[src/include/lcdTiming_defs.svh]
`ifndef LCD_TIMING_DEFS_SVH
`define LCD_TIMING_DEFS_SVH

////////////////////
// Step counter sizing
`define LCD_TIMER_WIDTH 20 // Holds the power-up wait
`define LCD_STEP_WIDTH 4 // Index into the init table
`define LCD_INIT_STEPS 13 // Power-up wait plus twelve nibbles

////////////////////
// Bus timing, all in clock cycles

// Enable high time of every write
`define LCD_PULSE_CYCLES 15

// Step 0, no pulse
`define LCD_POWERUP_CYCLES 750000

// Wake-up nibbles, whole step lengths
`define LCD_INIT_WAIT1_CYCLES 205015
`define LCD_INIT_WAIT2_CYCLES 5015
`define LCD_INIT_WAIT3_CYCLES 2015 // Used by steps 3 and 4

// High nibble of any byte, short gap before the low one
`define LCD_NIBBLE_GAP_CYCLES 75

// Low nibble of an ordinary command
`define LCD_CMD_CYCLES 2065

// Clear command and every data byte
`define LCD_SLOW_CYCLES 82515

`endif

[src/lcdPkg.sv]
`default_nettype none

package lcdPkg;

	////////////////////
	// Sequencer state
	typedef enum logic [1:0]
	{
		Init, // Walking the init table
		Ready, // Waiting on the host
		WriteHigh, // Data high nibble
		WriteLow // Data low nibble
	} lcdStateT;

	// Source of the nibble on the bus
	typedef enum logic [1:0]
	{
		Rom, // Init table entry
		High, // Held byte, upper half
		Low // Held byte, lower half
	} lcdNibbleSelT;

	////////////////////
	// Host byte, seen whole or as two nibbles
	typedef struct packed
	{
		logic [3:0] high; // Sent first
		logic [3:0] low; // Sent second
	} lcdNibblesT;

	typedef union packed
	{
		logic [7:0] whole; // Host view
		lcdNibblesT nibbles; // Bus view
	} lcdByteU;

endpackage

`default_nettype wire

[src/lcdInitRom.sv]
`timescale 1ns/100ps
`default_nettype none
`include "lcdTiming_defs.svh"

module lcdInitRom
(
	input wire [`LCD_STEP_WIDTH-1:0] stepIndex, // Table address
	output logic [3:0] romNibble, // Nibble for DB7..DB4
	output logic romPulse, // Step strobes enable
	output logic [`LCD_TIMER_WIDTH-1:0] romLength, // Whole step length
	output logic romLast // Final init step
);

	assign romLast = (stepIndex == `LCD_INIT_STEPS - 1); // Clear low nibble

	always_comb
	begin
		romPulse = 1'b1; // Everything but step 0 writes
		romNibble = 4'h0;
		romLength = `LCD_TIMER_WIDTH'(`LCD_NIBBLE_GAP_CYCLES);
		case (stepIndex)
			// Power-up settle, bus idle
			4'd0:
			begin
				romPulse = 1'b0;
				romLength = `LCD_TIMER_WIDTH'(`LCD_POWERUP_CYCLES);
			end
			////////////////////
			// Wake-up, 8-bit mode nibbles
			4'd1:
			begin
				romNibble = 4'h3;
				romLength = `LCD_TIMER_WIDTH'(`LCD_INIT_WAIT1_CYCLES);
			end
			4'd2:
			begin
				romNibble = 4'h3;
				romLength = `LCD_TIMER_WIDTH'(`LCD_INIT_WAIT2_CYCLES);
			end
			4'd3:
			begin
				romNibble = 4'h3;
				romLength = `LCD_TIMER_WIDTH'(`LCD_INIT_WAIT3_CYCLES);
			end
			4'd4:
			begin
				romNibble = 4'h2; // Switch to 4-bit
				romLength = `LCD_TIMER_WIDTH'(`LCD_INIT_WAIT3_CYCLES);
			end
			////////////////////
			// Configuration, high nibbles keep the gap default
			4'd5: romNibble = 4'h2; // Function set 28h
			4'd6:
			begin
				romNibble = 4'h8;
				romLength = `LCD_TIMER_WIDTH'(`LCD_CMD_CYCLES);
			end
			4'd7: romNibble = 4'h0; // Entry mode 06h
			4'd8:
			begin
				romNibble = 4'h6;
				romLength = `LCD_TIMER_WIDTH'(`LCD_CMD_CYCLES);
			end
			4'd9: romNibble = 4'h0; // Display on 0Ch
			4'd10:
			begin
				romNibble = 4'hC;
				romLength = `LCD_TIMER_WIDTH'(`LCD_CMD_CYCLES);
			end
			4'd11: romNibble = 4'h0; // Clear 01h
			4'd12:
			begin
				romNibble = 4'h1;
				romLength = `LCD_TIMER_WIDTH'(`LCD_SLOW_CYCLES); // Clear is slow
			end
			default: romPulse = 1'b0; // Unreached
		endcase
	end

endmodule

`default_nettype wire

[src/lcdStepTimer.sv]
`timescale 1ns/100ps
`default_nettype none
`include "lcdTiming_defs.svh"

module lcdStepTimer
(
	input wire Clock,
	input wire rstN,
	input wire stepStart, // Begin a new step
	input wire [`LCD_TIMER_WIDTH-1:0] stepLength, // Whole step, in cycles
	input wire stepPulse, // Step carries an enable pulse
	output logic stepDone, // Last cycle of the step
	output logic pulseActive // Enable window
);

	logic [`LCD_TIMER_WIDTH-1:0] count; // Cycles elapsed in the step
	logic [`LCD_TIMER_WIDTH-1:0] lengthReg; // Captured at start
	logic running;
	logic pulseReq; // Captured at start

	////////////////////
	// Compare stage
	assign stepDone = running && (count == lengthReg - 1'b1); // Count runs 0..len-1
	assign pulseActive = running && pulseReq
		&& (count < `LCD_TIMER_WIDTH'(`LCD_PULSE_CYCLES)); // Front of the step

	////////////////////
	// Counter
	always_ff @(posedge Clock or negedge rstN)
	begin
		if (!rstN)
		begin
			running <= 1'b0;
			count <= '0;
		end
		else if (stepStart)
		begin
			running <= 1'b1;
			count <= '0; // First cycle of the step
		end
		else if (stepDone)
			running <= 1'b0; // Idle until the next kick
		else if (running)
			count <= count + 1'b1;
	end

	// Step parameters
	always_ff @(posedge Clock or negedge rstN)
	begin
		if (!rstN)
		begin
			lengthReg <= '0;
			pulseReq <= 1'b0;
		end
		else if (stepStart)
		begin
			lengthReg <= stepLength;
			pulseReq <= stepPulse;
		end
	end

	// Sequencer waits for each step to finish before the next kick
	assert property (@(posedge Clock) disable iff (!rstN) stepStart |-> !running);
	// Count never runs past the stored length
	assert property (@(posedge Clock) disable iff (!rstN) running |-> count < lengthReg);

endmodule

`default_nettype wire

[src/lcdSequencer.sv]
`timescale 1ns/100ps
`default_nettype none
`include "lcdTiming_defs.svh"

module lcdSequencer import lcdPkg::*;
(
	input wire Clock,
	input wire rstN,
	input wire dataValid, // Host strobe
	input wire stepDone, // From the timer
	input wire romPulse, // Current table entry
	input wire [`LCD_TIMER_WIDTH-1:0] romLength,
	input wire romLast,
	output logic [`LCD_STEP_WIDTH-1:0] stepIndex, // Table address
	output logic stepStart, // One-cycle kick
	output logic [`LCD_TIMER_WIDTH-1:0] stepLength,
	output logic stepPulse,
	output lcdNibbleSelT nibbleSel, // Source of the bus nibble
	output logic registerSelect,
	output logic byteLoad, // Latch dataIn this edge
	output logic readyForData
);

	lcdStateT state;
	logic stepBusy; // Timer owns the current step

	////////////////////
	// Step request
	assign stepStart = (state != Ready) && !stepBusy; // Once per step, after the handoff
	assign byteLoad = readyForData && dataValid; // Handshake accept

	// Step shape and bus source per state
	always_comb
	begin
		stepLength = `LCD_TIMER_WIDTH'(`LCD_SLOW_CYCLES); // Data low nibble
		stepPulse = 1'b1; // Every data nibble strobes E
		nibbleSel = Low;
		registerSelect = 1'b1; // Data register
		case (state)
			Init:
			begin
				stepLength = romLength;
				stepPulse = romPulse;
				nibbleSel = Rom;
				registerSelect = 1'b0; // Commands only
			end
			WriteHigh:
			begin
				stepLength = `LCD_TIMER_WIDTH'(`LCD_NIBBLE_GAP_CYCLES);
				nibbleSel = High;
			end
			default:
				stepPulse = 1'b1; // WriteLow, Ready starts no step
		endcase
	end

	////////////////////
	// FSM
	always_ff @(posedge Clock or negedge rstN)
	begin
		if (!rstN)
		begin
			state <= Init;
			stepIndex <= '0;
			stepBusy <= 1'b0;
			readyForData <= 1'b0;
		end
		else
		begin
			if (stepStart)
				stepBusy <= 1'b1;
			else if (stepDone)
				stepBusy <= 1'b0; // Next kick one cycle later
			case (state)
				Init:
				begin
					if (stepDone)
					begin
						if (romLast)
						begin
							state <= Ready;
							readyForData <= 1'b1;
						end
						else
							stepIndex <= stepIndex + 1'b1;
					end
				end
				Ready:
				begin
					if (byteLoad)
					begin
						state <= WriteHigh;
						readyForData <= 1'b0; // One byte in flight
					end
				end
				WriteHigh:
				begin
					if (stepDone)
						state <= WriteLow;
				end
				WriteLow:
				begin
					if (stepDone)
					begin
						state <= Ready;
						readyForData <= 1'b1;
					end
				end
			endcase
		end
	end

	// Host only offered the bus between steps
	assert property (@(posedge Clock) disable iff (!rstN)
		readyForData |-> !stepBusy && !stepDone);

endmodule

`default_nettype wire

[src/lcdBusDriver.sv]
`timescale 1ns/100ps
`default_nettype none

module lcdBusDriver import lcdPkg::*;
(
	input wire Clock,
	input wire rstN,
	input wire lcdByteU dataIn, // Host byte
	input wire byteLoad, // Accept edge
	input wire lcdNibbleSelT nibbleSel,
	input wire [3:0] romNibble,
	input wire registerSelect,
	input wire pulseActive, // Enable window from the timer
	output logic lcdEnable,
	output logic lcdRegisterSelect,
	output logic [3:0] lcdData
);

	lcdByteU heldByte; // Byte being written
	logic [3:0] nibble; // Selected source

	// Capture on the handshake
	always_ff @(posedge Clock or negedge rstN)
	begin
		if (!rstN)
			heldByte.whole <= 8'h00;
		else if (byteLoad)
			heldByte.whole <= dataIn.whole;
	end

	////////////////////
	// Nibble select
	always_comb
	begin
		case (nibbleSel)
			High: nibble = heldByte.nibbles.high; // Sent first
			Low: nibble = heldByte.nibbles.low;
			default: nibble = romNibble; // Init table
		endcase
	end

	////////////////////
	// Output flops, one cycle behind the control
	always_ff @(posedge Clock or negedge rstN)
	begin
		if (!rstN)
		begin
			lcdEnable <= 1'b0;
			lcdRegisterSelect <= 1'b0;
			lcdData <= 4'h0;
		end
		else
		begin
			lcdEnable <= pulseActive; // Lags data by a cycle at the rise
			lcdRegisterSelect <= registerSelect;
			lcdData <= nibble;
		end
	end

	// Bus held from the rise of E until a cycle after its fall
	assert property (@(posedge Clock) disable iff (!rstN)
		(lcdEnable || $past(lcdEnable)) |-> $stable(lcdData) && $stable(lcdRegisterSelect));

endmodule

`default_nettype wire

[src/lcdController.sv]
`timescale 1ns/100ps
`default_nettype none
`include "lcdTiming_defs.svh"

module lcdController import lcdPkg::*;
(
	input wire Clock,
	input wire rstN,
	input wire lcdByteU dataIn, // Character or raw byte
	input wire dataValid, // Host offers a byte
	output logic readyForData, // Controller idle
	output logic lcdEnable, // E strobe
	output logic lcdRegisterSelect, // 0 command, 1 data
	output logic [3:0] lcdData // DB7..DB4
);

	logic stepStart; // Sequencer kicks the timer
	logic [`LCD_TIMER_WIDTH-1:0] stepLength;
	logic stepPulse;
	logic stepDone; // Last cycle of a step
	logic pulseActive; // Enable window
	logic [`LCD_STEP_WIDTH-1:0] stepIndex;
	logic [3:0] romNibble;
	logic romPulse;
	logic [`LCD_TIMER_WIDTH-1:0] romLength;
	logic romLast;
	lcdNibbleSelT nibbleSel;
	logic registerSelect;
	logic byteLoad; // Handshake accept

	////////////////////
	// Control
	lcdSequencer seq0
	(
		.Clock(Clock),
		.rstN(rstN),
		.dataValid(dataValid),
		.stepDone(stepDone),
		.romPulse(romPulse),
		.romLength(romLength),
		.romLast(romLast),
		.stepIndex(stepIndex),
		.stepStart(stepStart),
		.stepLength(stepLength),
		.stepPulse(stepPulse),
		.nibbleSel(nibbleSel),
		.registerSelect(registerSelect),
		.byteLoad(byteLoad),
		.readyForData(readyForData)
	);

	lcdStepTimer timer0
	(
		.Clock(Clock),
		.rstN(rstN),
		.stepStart(stepStart),
		.stepLength(stepLength),
		.stepPulse(stepPulse),
		.stepDone(stepDone),
		.pulseActive(pulseActive)
	);

	lcdInitRom rom0
	(
		.stepIndex(stepIndex),
		.romNibble(romNibble),
		.romPulse(romPulse),
		.romLength(romLength),
		.romLast(romLast)
	);

	////////////////////
	// Pins
	lcdBusDriver driver0
	(
		.Clock(Clock),
		.rstN(rstN),
		.dataIn(dataIn),
		.byteLoad(byteLoad),
		.nibbleSel(nibbleSel),
		.romNibble(romNibble),
		.registerSelect(registerSelect),
		.pulseActive(pulseActive),
		.lcdEnable(lcdEnable),
		.lcdRegisterSelect(lcdRegisterSelect),
		.lcdData(lcdData)
	);

endmodule

`default_nettype wire

[config.mk]
export PLATFORM = sky130hd
export DESIGN_NAME = lcdController
export DESIGN_NICKNAME = d
export VERILOG_FILES = /design/src/lcdPkg.sv /design/src/lcdInitRom.sv /design/src/lcdStepTimer.sv /design/src/lcdSequencer.sv /design/src/lcdBusDriver.sv /design/src/lcdController.sv
export VERILOG_INCLUDE_DIRS = /design/src /design/src/include
export SDC_FILE = /design/constraint.sdc
export NUM_CORES = 1
export LEC_CHECK = 0
export BUFFER_PORTS_ARGS = -buffer_cell sky130_fd_sc_hd__buf_2
export CAP_MARGIN = 10
export CORE_UTILIZATION = 50
export CTS_BUF_LIST = sky130_fd_sc_hd__clkbuf_4
export DETAILED_ROUTE_END_ITERATION = 10
export GPL_ROUTABILITY_DRIVEN = 0
export PLACE_DENSITY = 0.78
export RECOVER_POWER = 100
export SLEW_MARGIN = 20
export SYNTH_ARGS = -nofsm -noshare
export SYNTH_HDL_FRONTEND = slang
export SYNTH_SLANG_ARGS = --single-unit
[constraint.sdc]
create_clock -name Clock -period 9.28 [get_ports Clock]
set_input_delay 0.464 -clock Clock [delete_from_list [all_inputs] [get_ports Clock]]
set_output_delay 0.464 -clock Clock [all_outputs]
set_load 0.005 [all_outputs]
==> results of run 1 <==
## power by group through the flow
stage | logic [mW] | registers (mW) | clock network [mW]
floorplan | 0.00417 | 0.267 | 0
global placement | 0.0118 | 0.267 | 0
detailed placement | 0.0122 | 0.267 | 0
CTS | 0.0122 | 0.262 | 0.194
global route | 0.0131 | 0.263 | 0.203
finish | 0.0114 | 0.262 | 0.192
## cells by family after synthesis
family          count (synthesis)  synth area share [%]
buf+inv                        43                 5.444
mux                            14                 3.980
xor+xnor                       27                 6.017
fa+ha+maj                      13                 4.075
simple gates                  179                 26.23
flops                          59                 37.57
compound gates                104                 16.68
## worst paths after layout
check                                           startpoint                               end  slack (ns)  cells after the start
hold / removal                                   dataIn[3]   driver0.heldByte[3]$_DFFE_PN0P_        0.27                      2
max in group asynchronous                             rstN      timer0.count[15]$_DFFE_PN0P_        6.30                      2
setup / recovery           timer0.lengthReg[0]$_DFFE_PN0P_     seq0.stepIndex[1]$_DFFE_PN0P_        4.56                     11
min in group asynchronous                             rstN  timer0.lengthReg[17]$_DFFE_PN0P_        1.20                      2
hold reg to reg            driver0.heldByte[2]$_DFFE_PN0P_   driver0.heldByte[2]$_DFFE_PN0P_        0.52                      1
setup reg to reg           timer0.lengthReg[0]$_DFFE_PN0P_     seq0.stepIndex[1]$_DFFE_PN0P_        4.56                     11
## state kept, by name (all words and copies together) (netlist names)
register and flops:
seq0.state 2, timer0.count 20, seq0.readyForData 1, timer0.pulseReq 1, seq0.stepBusy 1, driver0.heldByte 8, timer0.lengthReg 16, driver0.lcdRegisterSelect 1
driver0.lcdEnable 1, seq0.stepIndex 4, driver0.lcdData 4
## worst reg2reg max path, cell delays in order, from the launching register on
cell	delay, ns
dfrtp_1	0.44
inv_1	0.10
ha_1	0.26
or4b_1	0.57
nor4b_1	0.53
nand4_1	0.17
o31ai_1	0.12
nand4_1	0.16
nor4_1	0.78
clkbuf_1	0.81
nand3_1	0.27
mux2_1	0.41
## final cells by class
class,instances,area share [%]
multi-input combinational,337,53.75
clock inverter,7,1.861
tap,99,3.020
timing repair buffer,21,2.441
inverter,14,1.281
sequential,59,36.00
clock buffer,9,1.647
## through the flow
step,cell area [um^2],power [mW],std cells,utilization [%]
after global placement,4008,0.2788,530,54.10
after detailed placement,4008,0.2793,530,54.10
final,4101,0.4653,546,55.36
after global routing,4101,0.4786,546,55.36
after CTS,4151,0.4681,546,56.04
after floorplan,3930,0.2709,439,-
## metal layers
layer  share of wire, %  vias to the layer above  wire [um]
met1                 44                     1648       4051
met5                  0                        -          0
met3                5.2                       25        476
met4                2.1                        0        192
li1                   -                     1626          -
met2                 49                      103       4466
## cell usage in the layout (no fill, tap or decap), types with 3 or more instances in the layout
cell type / instances
dfrtp_1: 59
nand2_1: 43
a21oi_1: 26
nor2_1: 25
o21ai_0: 24
xnor2_1: 21
nand3_1: 16
nor3_1: 15
inv_1: 14
buf_2: 14
or3_1: 12
ha_1: 12
nand4_1: 11
mux2_2: 9
clkbuf_4: 9
a22oi_1: 8
nor4_1: 7
and3_1: 7
or4_1: 7
a31oi_1: 7
o31ai_1: 7
xor2_1: 6
o211ai_1: 6
clkbuf_1: 6
o22ai_1: 5
nor2b_1: 5
and2_1: 5
mux2i_1: 4
a211oi_1: 4
nand4b_1: 4
nand2b_1: 3
nor3b_1: 3
and4_1: 3
o311ai_0: 3
==> impl_metrics.env, run 1 <==
export IMPL_cts_sinks=59
export IMPL_p_clk_share_pct=41.2
export IMPL_hold_ws_ns=0.2743
export IMPL_ff_latch_area_um2=1476
export IMPL_antenna_cells=0
export IMPL_async_flop_share_pct=100.0
export IMPL_gr_usage_met3_pct=5.892
export IMPL_drv_cap=2
export IMPL_fin_ws_ns=4.564
export IMPL_synth_common_cells="dfrtp_1 (59), nand2_1 (43), a21oi_1 (26), nor2_1 (25), o21ai_0 (23)"
export IMPL_wl_um=9186
export IMPL_synth_top_area_share_pct=37.57
export IMPL_final_hold_viol_count=0
export IMPL_synth_top_area_cell="dfrtp_1"
export IMPL_start_util_pct=53.05
export IMPL_grt_pass1_wl_um=15610
export IMPL_status="complete, but fails checks"
export IMPL_cellLeakagePower_nw=1.675
export IMPL_area_growth_pct=4.362
export IMPL_grt_pass1_vias=3310
export IMPL_relSlewSlack_pct=-112.0
export IMPL_cts_root_buf="clkbuf_4"
export IMPL_swShare_pct=25.14
export IMPL_syn_inst=439
export IMPL_synthDistinctLibCells=61
export IMPL_tns_ns=0
export IMPL_hold_buffers=0
export IMPL_multi_input_area_um2=2205
export IMPL_seq_power_share_pct=56.3
export IMPL_postCtsSetupBuffers=0
export IMPL_synth_most_common_cell="dfrtp_1"
export IMPL_dr_pass1_iters=5
export IMPL_cpPeakStageDelay_ns=0.81
export IMPL_postRouteAntennaNets=0
export IMPL_timing_worst_setup_path_type="flop to flop"
export IMPL_hp_class="input pin to flop"
export IMPL_vias=3402
export IMPL_fillers=696
export IMPL_fp_row_count=31
export IMPL_core_area_um2=7408
export IMPL_layout_drive_gt1_share_pct=10.51
export IMPL_numCtsBuffers=9
export IMPL_cp_slowest_cell="clkbuf_1"
export IMPL_min_period_ns=4.716
export IMPL_crit_path_end_kind="flop"
export IMPL_drv_slew=94
export IMPL_clk_latency_ns=0.41
export IMPL_grt_busiest_layer="met2"
export IMPL_critPathArrivalTime_ns=5.03
export IMPL_die_area_um2=8218
export IMPL_synth_seq_cells=59
export IMPL_portBuffers=17
export IMPL_met1_usage_pct=29.73
export IMPL_synth_ff_type="dfrtp_1"
export IMPL_worst_pin_slew_ns=3.179
export IMPL_skew_ns=0.009299
export IMPL_syn_area_um2=3930
export IMPL_dp_hpwl_um=6477
export IMPL_syn_nets=462
export IMPL_route_detailed_drc=0
export IMPL_p_per_area_nw_per_um2=113.4
export IMPL_crit_path_frequent_cell="nand4_1"
export IMPL_violations="capacitance limit, slew limit"
export IMPL_critPathRequiredTime_ns=9.59
export IMPL_cts_tree="yes"
export IMPL_ir_worst_vdd_mv=0.07790
export IMPL_grt_max_degree=60
export IMPL_clk_path_buf_depth=2
export IMPL_drt_vias_per_instance=6.231
export IMPL_clkTransAtPathRegs_ns=0.12
export IMPL_htreeDepth=3
export IMPL_chipWidth_um=90.66
export IMPL_nets=465
export IMPL_ios=18
export IMPL_grt_setup_unrepaired="false"
export IMPL_power_frac_comb_pct=2.4
export IMPL_p_int_mw=0.3483
export IMPL_gr_total_overflow=0
export IMPL_antenna_found_initial=0
export IMPL_yosysSeqAreaShare_pct=37.57
export IMPL_synth_edf_count=0
export IMPL_yosysWarnings=0
export IMPL_cp_max_fo=24
export IMPL_cp_cell_sequence="inv_1 -> ha_1 -> or4b_1 -> nor4b_1 -> nand4_1 -> o31ai_1 -> nand4_1 -> nor4_1 -> clkbuf_1 -> nand3_1 -> mux2_1"
export IMPL_critPathTopFamily="simple AND/OR/NAND/NOR gates"
export IMPL_cts_resized=0
export IMPL_die_y_um=90.66
export IMPL_drt_wirelength_per_cell_um=16.82
export IMPL_grt_met2_usage_pct=39.02
export IMPL_preCtsSetupSlack_ns=5.754
export IMPL_first_iter_violations=261
export IMPL_finalSetupViolCount=0
export IMPL_gr_usage_all_layers_pct=23.50
export IMPL_path_buf_inv=2
export IMPL_critPathLaunchType="flop"
export IMPL_max_freq_ghz=0.2120
export IMPL_syn_area_per_cell_um2=8.952
export IMPL_fin_crit_sh_pct=50.82
export IMPL_synthTopCellsByArea="dfrtp_1 (38%), xnor2_1 (4.7%), nand2_1 (4.1%)"
export IMPL_p_sw_mw=0.1170
No activity file was read; power rests on OpenSTA's default activity.
==> run 2: changes to the inputs <==
- ABC_AREA: not set -> 1
- PLACE_DENSITY: 0.78 -> 0.8
- clock period: 9.28 -> 4 ns (I/O delays scaled with it)
==> run 2 against run 1 <==
The run now ends clean; register-to-register slack lost 3.4 ns; first-iteration DRC count is 19% higher; utilization increased by 0.33 points; sequential power up 130%; routed wire length up 13%; final cell count up 34%; synthesized area grew 7.1%; power up 130%; clock power grew 130%; synthesized cell count rose by 36%; critical path depth grew 3; sequential share of layout area down 3.6 points; critical path type unchanged.
==> impl_metrics.env, run 2 <==
export IMPL_ios=18
export IMPL_synth_ff_type="dfrtp_1"
export IMPL_synth_edf_count=0
export IMPL_dr_pass1_iters=5
export IMPL_critPathArrivalTime_ns=3.14
export IMPL_postCtsSetupBuffers=0
export IMPL_nets=644
export IMPL_hp_class="input pin to flop"
export IMPL_whs_endpoint="driver0.heldByte[0]$_DFFE_PN0P_"
export IMPL_gr_usage_all_layers_pct=26.23
export IMPL_numCtsBuffers=9
export IMPL_synth_top_area_cell="dfrtp_1"
export IMPL_largest_reg_flops=20
export IMPL_min_from="dataValid"
export IMPL_fin_ws_ns=1.199
export IMPL_synth_top_area_share_pct=35.08
export IMPL_synthDistinctLibCells=41
export IMPL_grt_max_degree=60
export IMPL_final_cell_mix="nand2_1 (175), inv_1 (76), nor2_1 (70)"
export IMPL_registers_top_by_ff_count="timer0.count"
export IMPL_yosysWarnings=0
export IMPL_wl_um=10420
export IMPL_syn_nets=620
export IMPL_timing_worst_setup_path_type="flop to flop"
export IMPL_cts_root_buf="clkbuf_4"
export IMPL_layout_drive_gt1_share_pct=9.265
export IMPL_whs_path_depth=4
export IMPL_final_common_cell="nand2_1"
export IMPL_cp_cell_sequence="inv_1 -> ha_1 -> inv_1 -> nand2_1 -> nand2_1 -> xor2_1 -> nand3_1 -> a21oi_1 -> nand3_1 -> nor2_1 -> nand2_2 -> nand2_1 -> nand2_4 -> o21ai_0"
export IMPL_critPathLaunchType="flop"
export IMPL_dp_cells=706
export IMPL_drt_wirelength_per_cell_um=14.25
export IMPL_grt_busiest_layer="met2"
export IMPL_synth_common_cells="nand2_1 (170), inv_1 (75), nor2_1 (70), dfrtp_1 (59), nand3_1 (56)"
export IMPL_status="complete, no violations"
export IMPL_max_freq_ghz=0.3570
export IMPL_grt_pass1_wl_um=17660
export IMPL_route_detailed_drc=0
export IMPL_portBuffers=17
export IMPL_syn_area_per_cell_um2=7.050
export IMPL_fillers=755
export IMPL_drv_cap=0
export IMPL_postRouteAntennaNets=0
export IMPL_grt_setup_unrepaired="false"
export IMPL_relSlewSlack_pct=5.762
export IMPL_worst_pin_slew_ns=1.414
export IMPL_syn_area_um2=4209
export IMPL_dp_hpwl_um=7752
export IMPL_clkTransAtPathRegs_ns=0.12
export IMPL_min_period_ns=2.801
export IMPL_drt_vias_per_instance=5.469
export IMPL_preCtsSetupSlack_ns=1.504
export IMPL_cts_tree="yes"
export IMPL_area_growth_pct=8.175
export IMPL_cts_sinks=59
export IMPL_ir_worst_vdd_mv=0.1652
export IMPL_cp_max_fo=24
export IMPL_die_area_um2=8789
export IMPL_cpPeakStageDelay_ns=0.43
export IMPL_grt_pass1_vias=3873
export IMPL_synth_most_common_cell="nand2_1"
export IMPL_tns_ns=0
export IMPL_die_y_um=93.75
export IMPL_gr_total_overflow=0
export IMPL_fin_crit_sh_pct=70.02
export IMPL_syn_inst=597
export IMPL_r2r_cells=14
export IMPL_yosysSeqAreaShare_pct=35.08
export IMPL_cp_slowest_cell="dfrtp_1"
export IMPL_final_cells=731
export IMPL_final_hold_viol_count=0
export IMPL_core_area_um2=8175
export IMPL_reg2reg_to="timer0.count[0]$_DFFE_PN0P_"
export IMPL_r2r_start="timer0.lengthReg[0]$_DFFE_PN0P_"
export IMPL_fp_row_count=33
export IMPL_met1_usage_pct=32.20
export IMPL_crit_path_end_kind="flop"
export IMPL_clk_path_buf_depth=2
export IMPL_p_per_area_nw_per_um2=234.7
export IMPL_clk_latency_ns=0.44
export IMPL_critPathRequiredTime_ns=4.34
export IMPL_crit_path_frequent_cell="nand2_1"
export IMPL_rrSetupSlack_ns=1.20
export IMPL_grt_met2_usage_pct=43.37
export IMPL_antenna_cells=0
export IMPL_hold_buffers=9
export IMPL_gr_usage_met3_pct=6.068
export IMPL_cts_resized=0
export IMPL_antenna_found_initial=0
export IMPL_finalSetupViolCount=0
export IMPL_htreeDepth=3
export IMPL_cellLeakagePower_nw=2.276
export IMPL_top_regs="timer0.count x20, timer0.lengthReg x16, driver0.heldByte x8"
export IMPL_synth_seq_cells=59
export IMPL_drv_slew=0
export IMPL_async_flop_share_pct=100.0
export IMPL_first_iter_violations=310
export IMPL_skew_ns=0.02177
export IMPL_synthTopCellsByArea="dfrtp_1 (35%), nand2_1 (15%), inv_1 (6.7%)"
export IMPL_vias=3998
export IMPL_chipWidth_um=93.75
export IMPL_start_util_pct=51.48
[run 2: power by group]
group,internal (mW),leakage (nW),switching [mW]
Sequential,0.596,0.768,0
Clock,0.194,0.0765,0.256
Combinational,0.00937,1.43,0.0133
[run 2: layer usage]
metal  part of all wire (%)  wire length, um
met5                      0                0
met4                    2.9              306
met3                    7.8              811
met2                     47             4902
met1                     42             4397
[run 2: final cells by class]
type	count	area, um^2	area share, %
clock inverters	7	77.57	1.704
well taps	105	131.4	2.885
inverters	77	289.0	6.348
repair buffers	28	186.4	4.095
flip-flops and latches	59	1476	32.43
multi-input cells	446	2325	51.06
clock buffers	9	67.56	1.484
[run 2: worst max-delay path by stage]
stage               cells past startpoint                            start                            to
finish                                 14  timer0.lengthReg[0]$_DFFE_PN0P_   timer0.count[0]$_DFFE_PN0P_
global placement                       15  timer0.lengthReg[0]$_DFFE_PN0P_   timer0.count[7]$_DFFE_PN0P_
floorplan                              18  timer0.lengthReg[0]$_DFFE_PN0P_  timer0.count[18]$_DFFE_PN0P_
CTS                                    15  timer0.lengthReg[0]$_DFFE_PN0P_   timer0.count[7]$_DFFE_PN0P_
detailed placement                     15  timer0.lengthReg[0]$_DFFE_PN0P_   timer0.count[4]$_DFFE_PN0P_
global route                           14  timer0.lengthReg[0]$_DFFE_PN0P_   timer0.count[0]$_DFFE_PN0P_
[run 2: kinds of logic after synthesis]
group,synth area share (%)
AOI/OAI and AO/OA,8.324
xor gates and xnor gates,7.075
adders and majority gates,3.567
buffers and inverters,8.739
DFF,35.08
and+or+nand+nor,37.22
[run 2: worst max-delay path, delay by kind of cell (launching register included)]
kind	cells	cell delay [ns]
fa+ha+maj	1	0.31
simple gates	8	1.16
flops	1	0.43
buf+inv	2	0.23
xor+xnor	1	0.18
compound gates	2	0.39
[run 2: metrics by stage]
stage	power [mW]	instance area [um^2]	hold slack, ns	util, %
6_report	1.068	4553	0.2040	55.69
5_1_grt	1.112	4553	0.2125	55.69
4_1_cts	1.078	4599	0.1758	56.26
3_5_place_dp	0.6252	4364	0.3986	53.38
3_3_place_gp	0.6247	4364	0.3915	53.38
2_1_floorplan	0.6079	4209	-0.09559	-
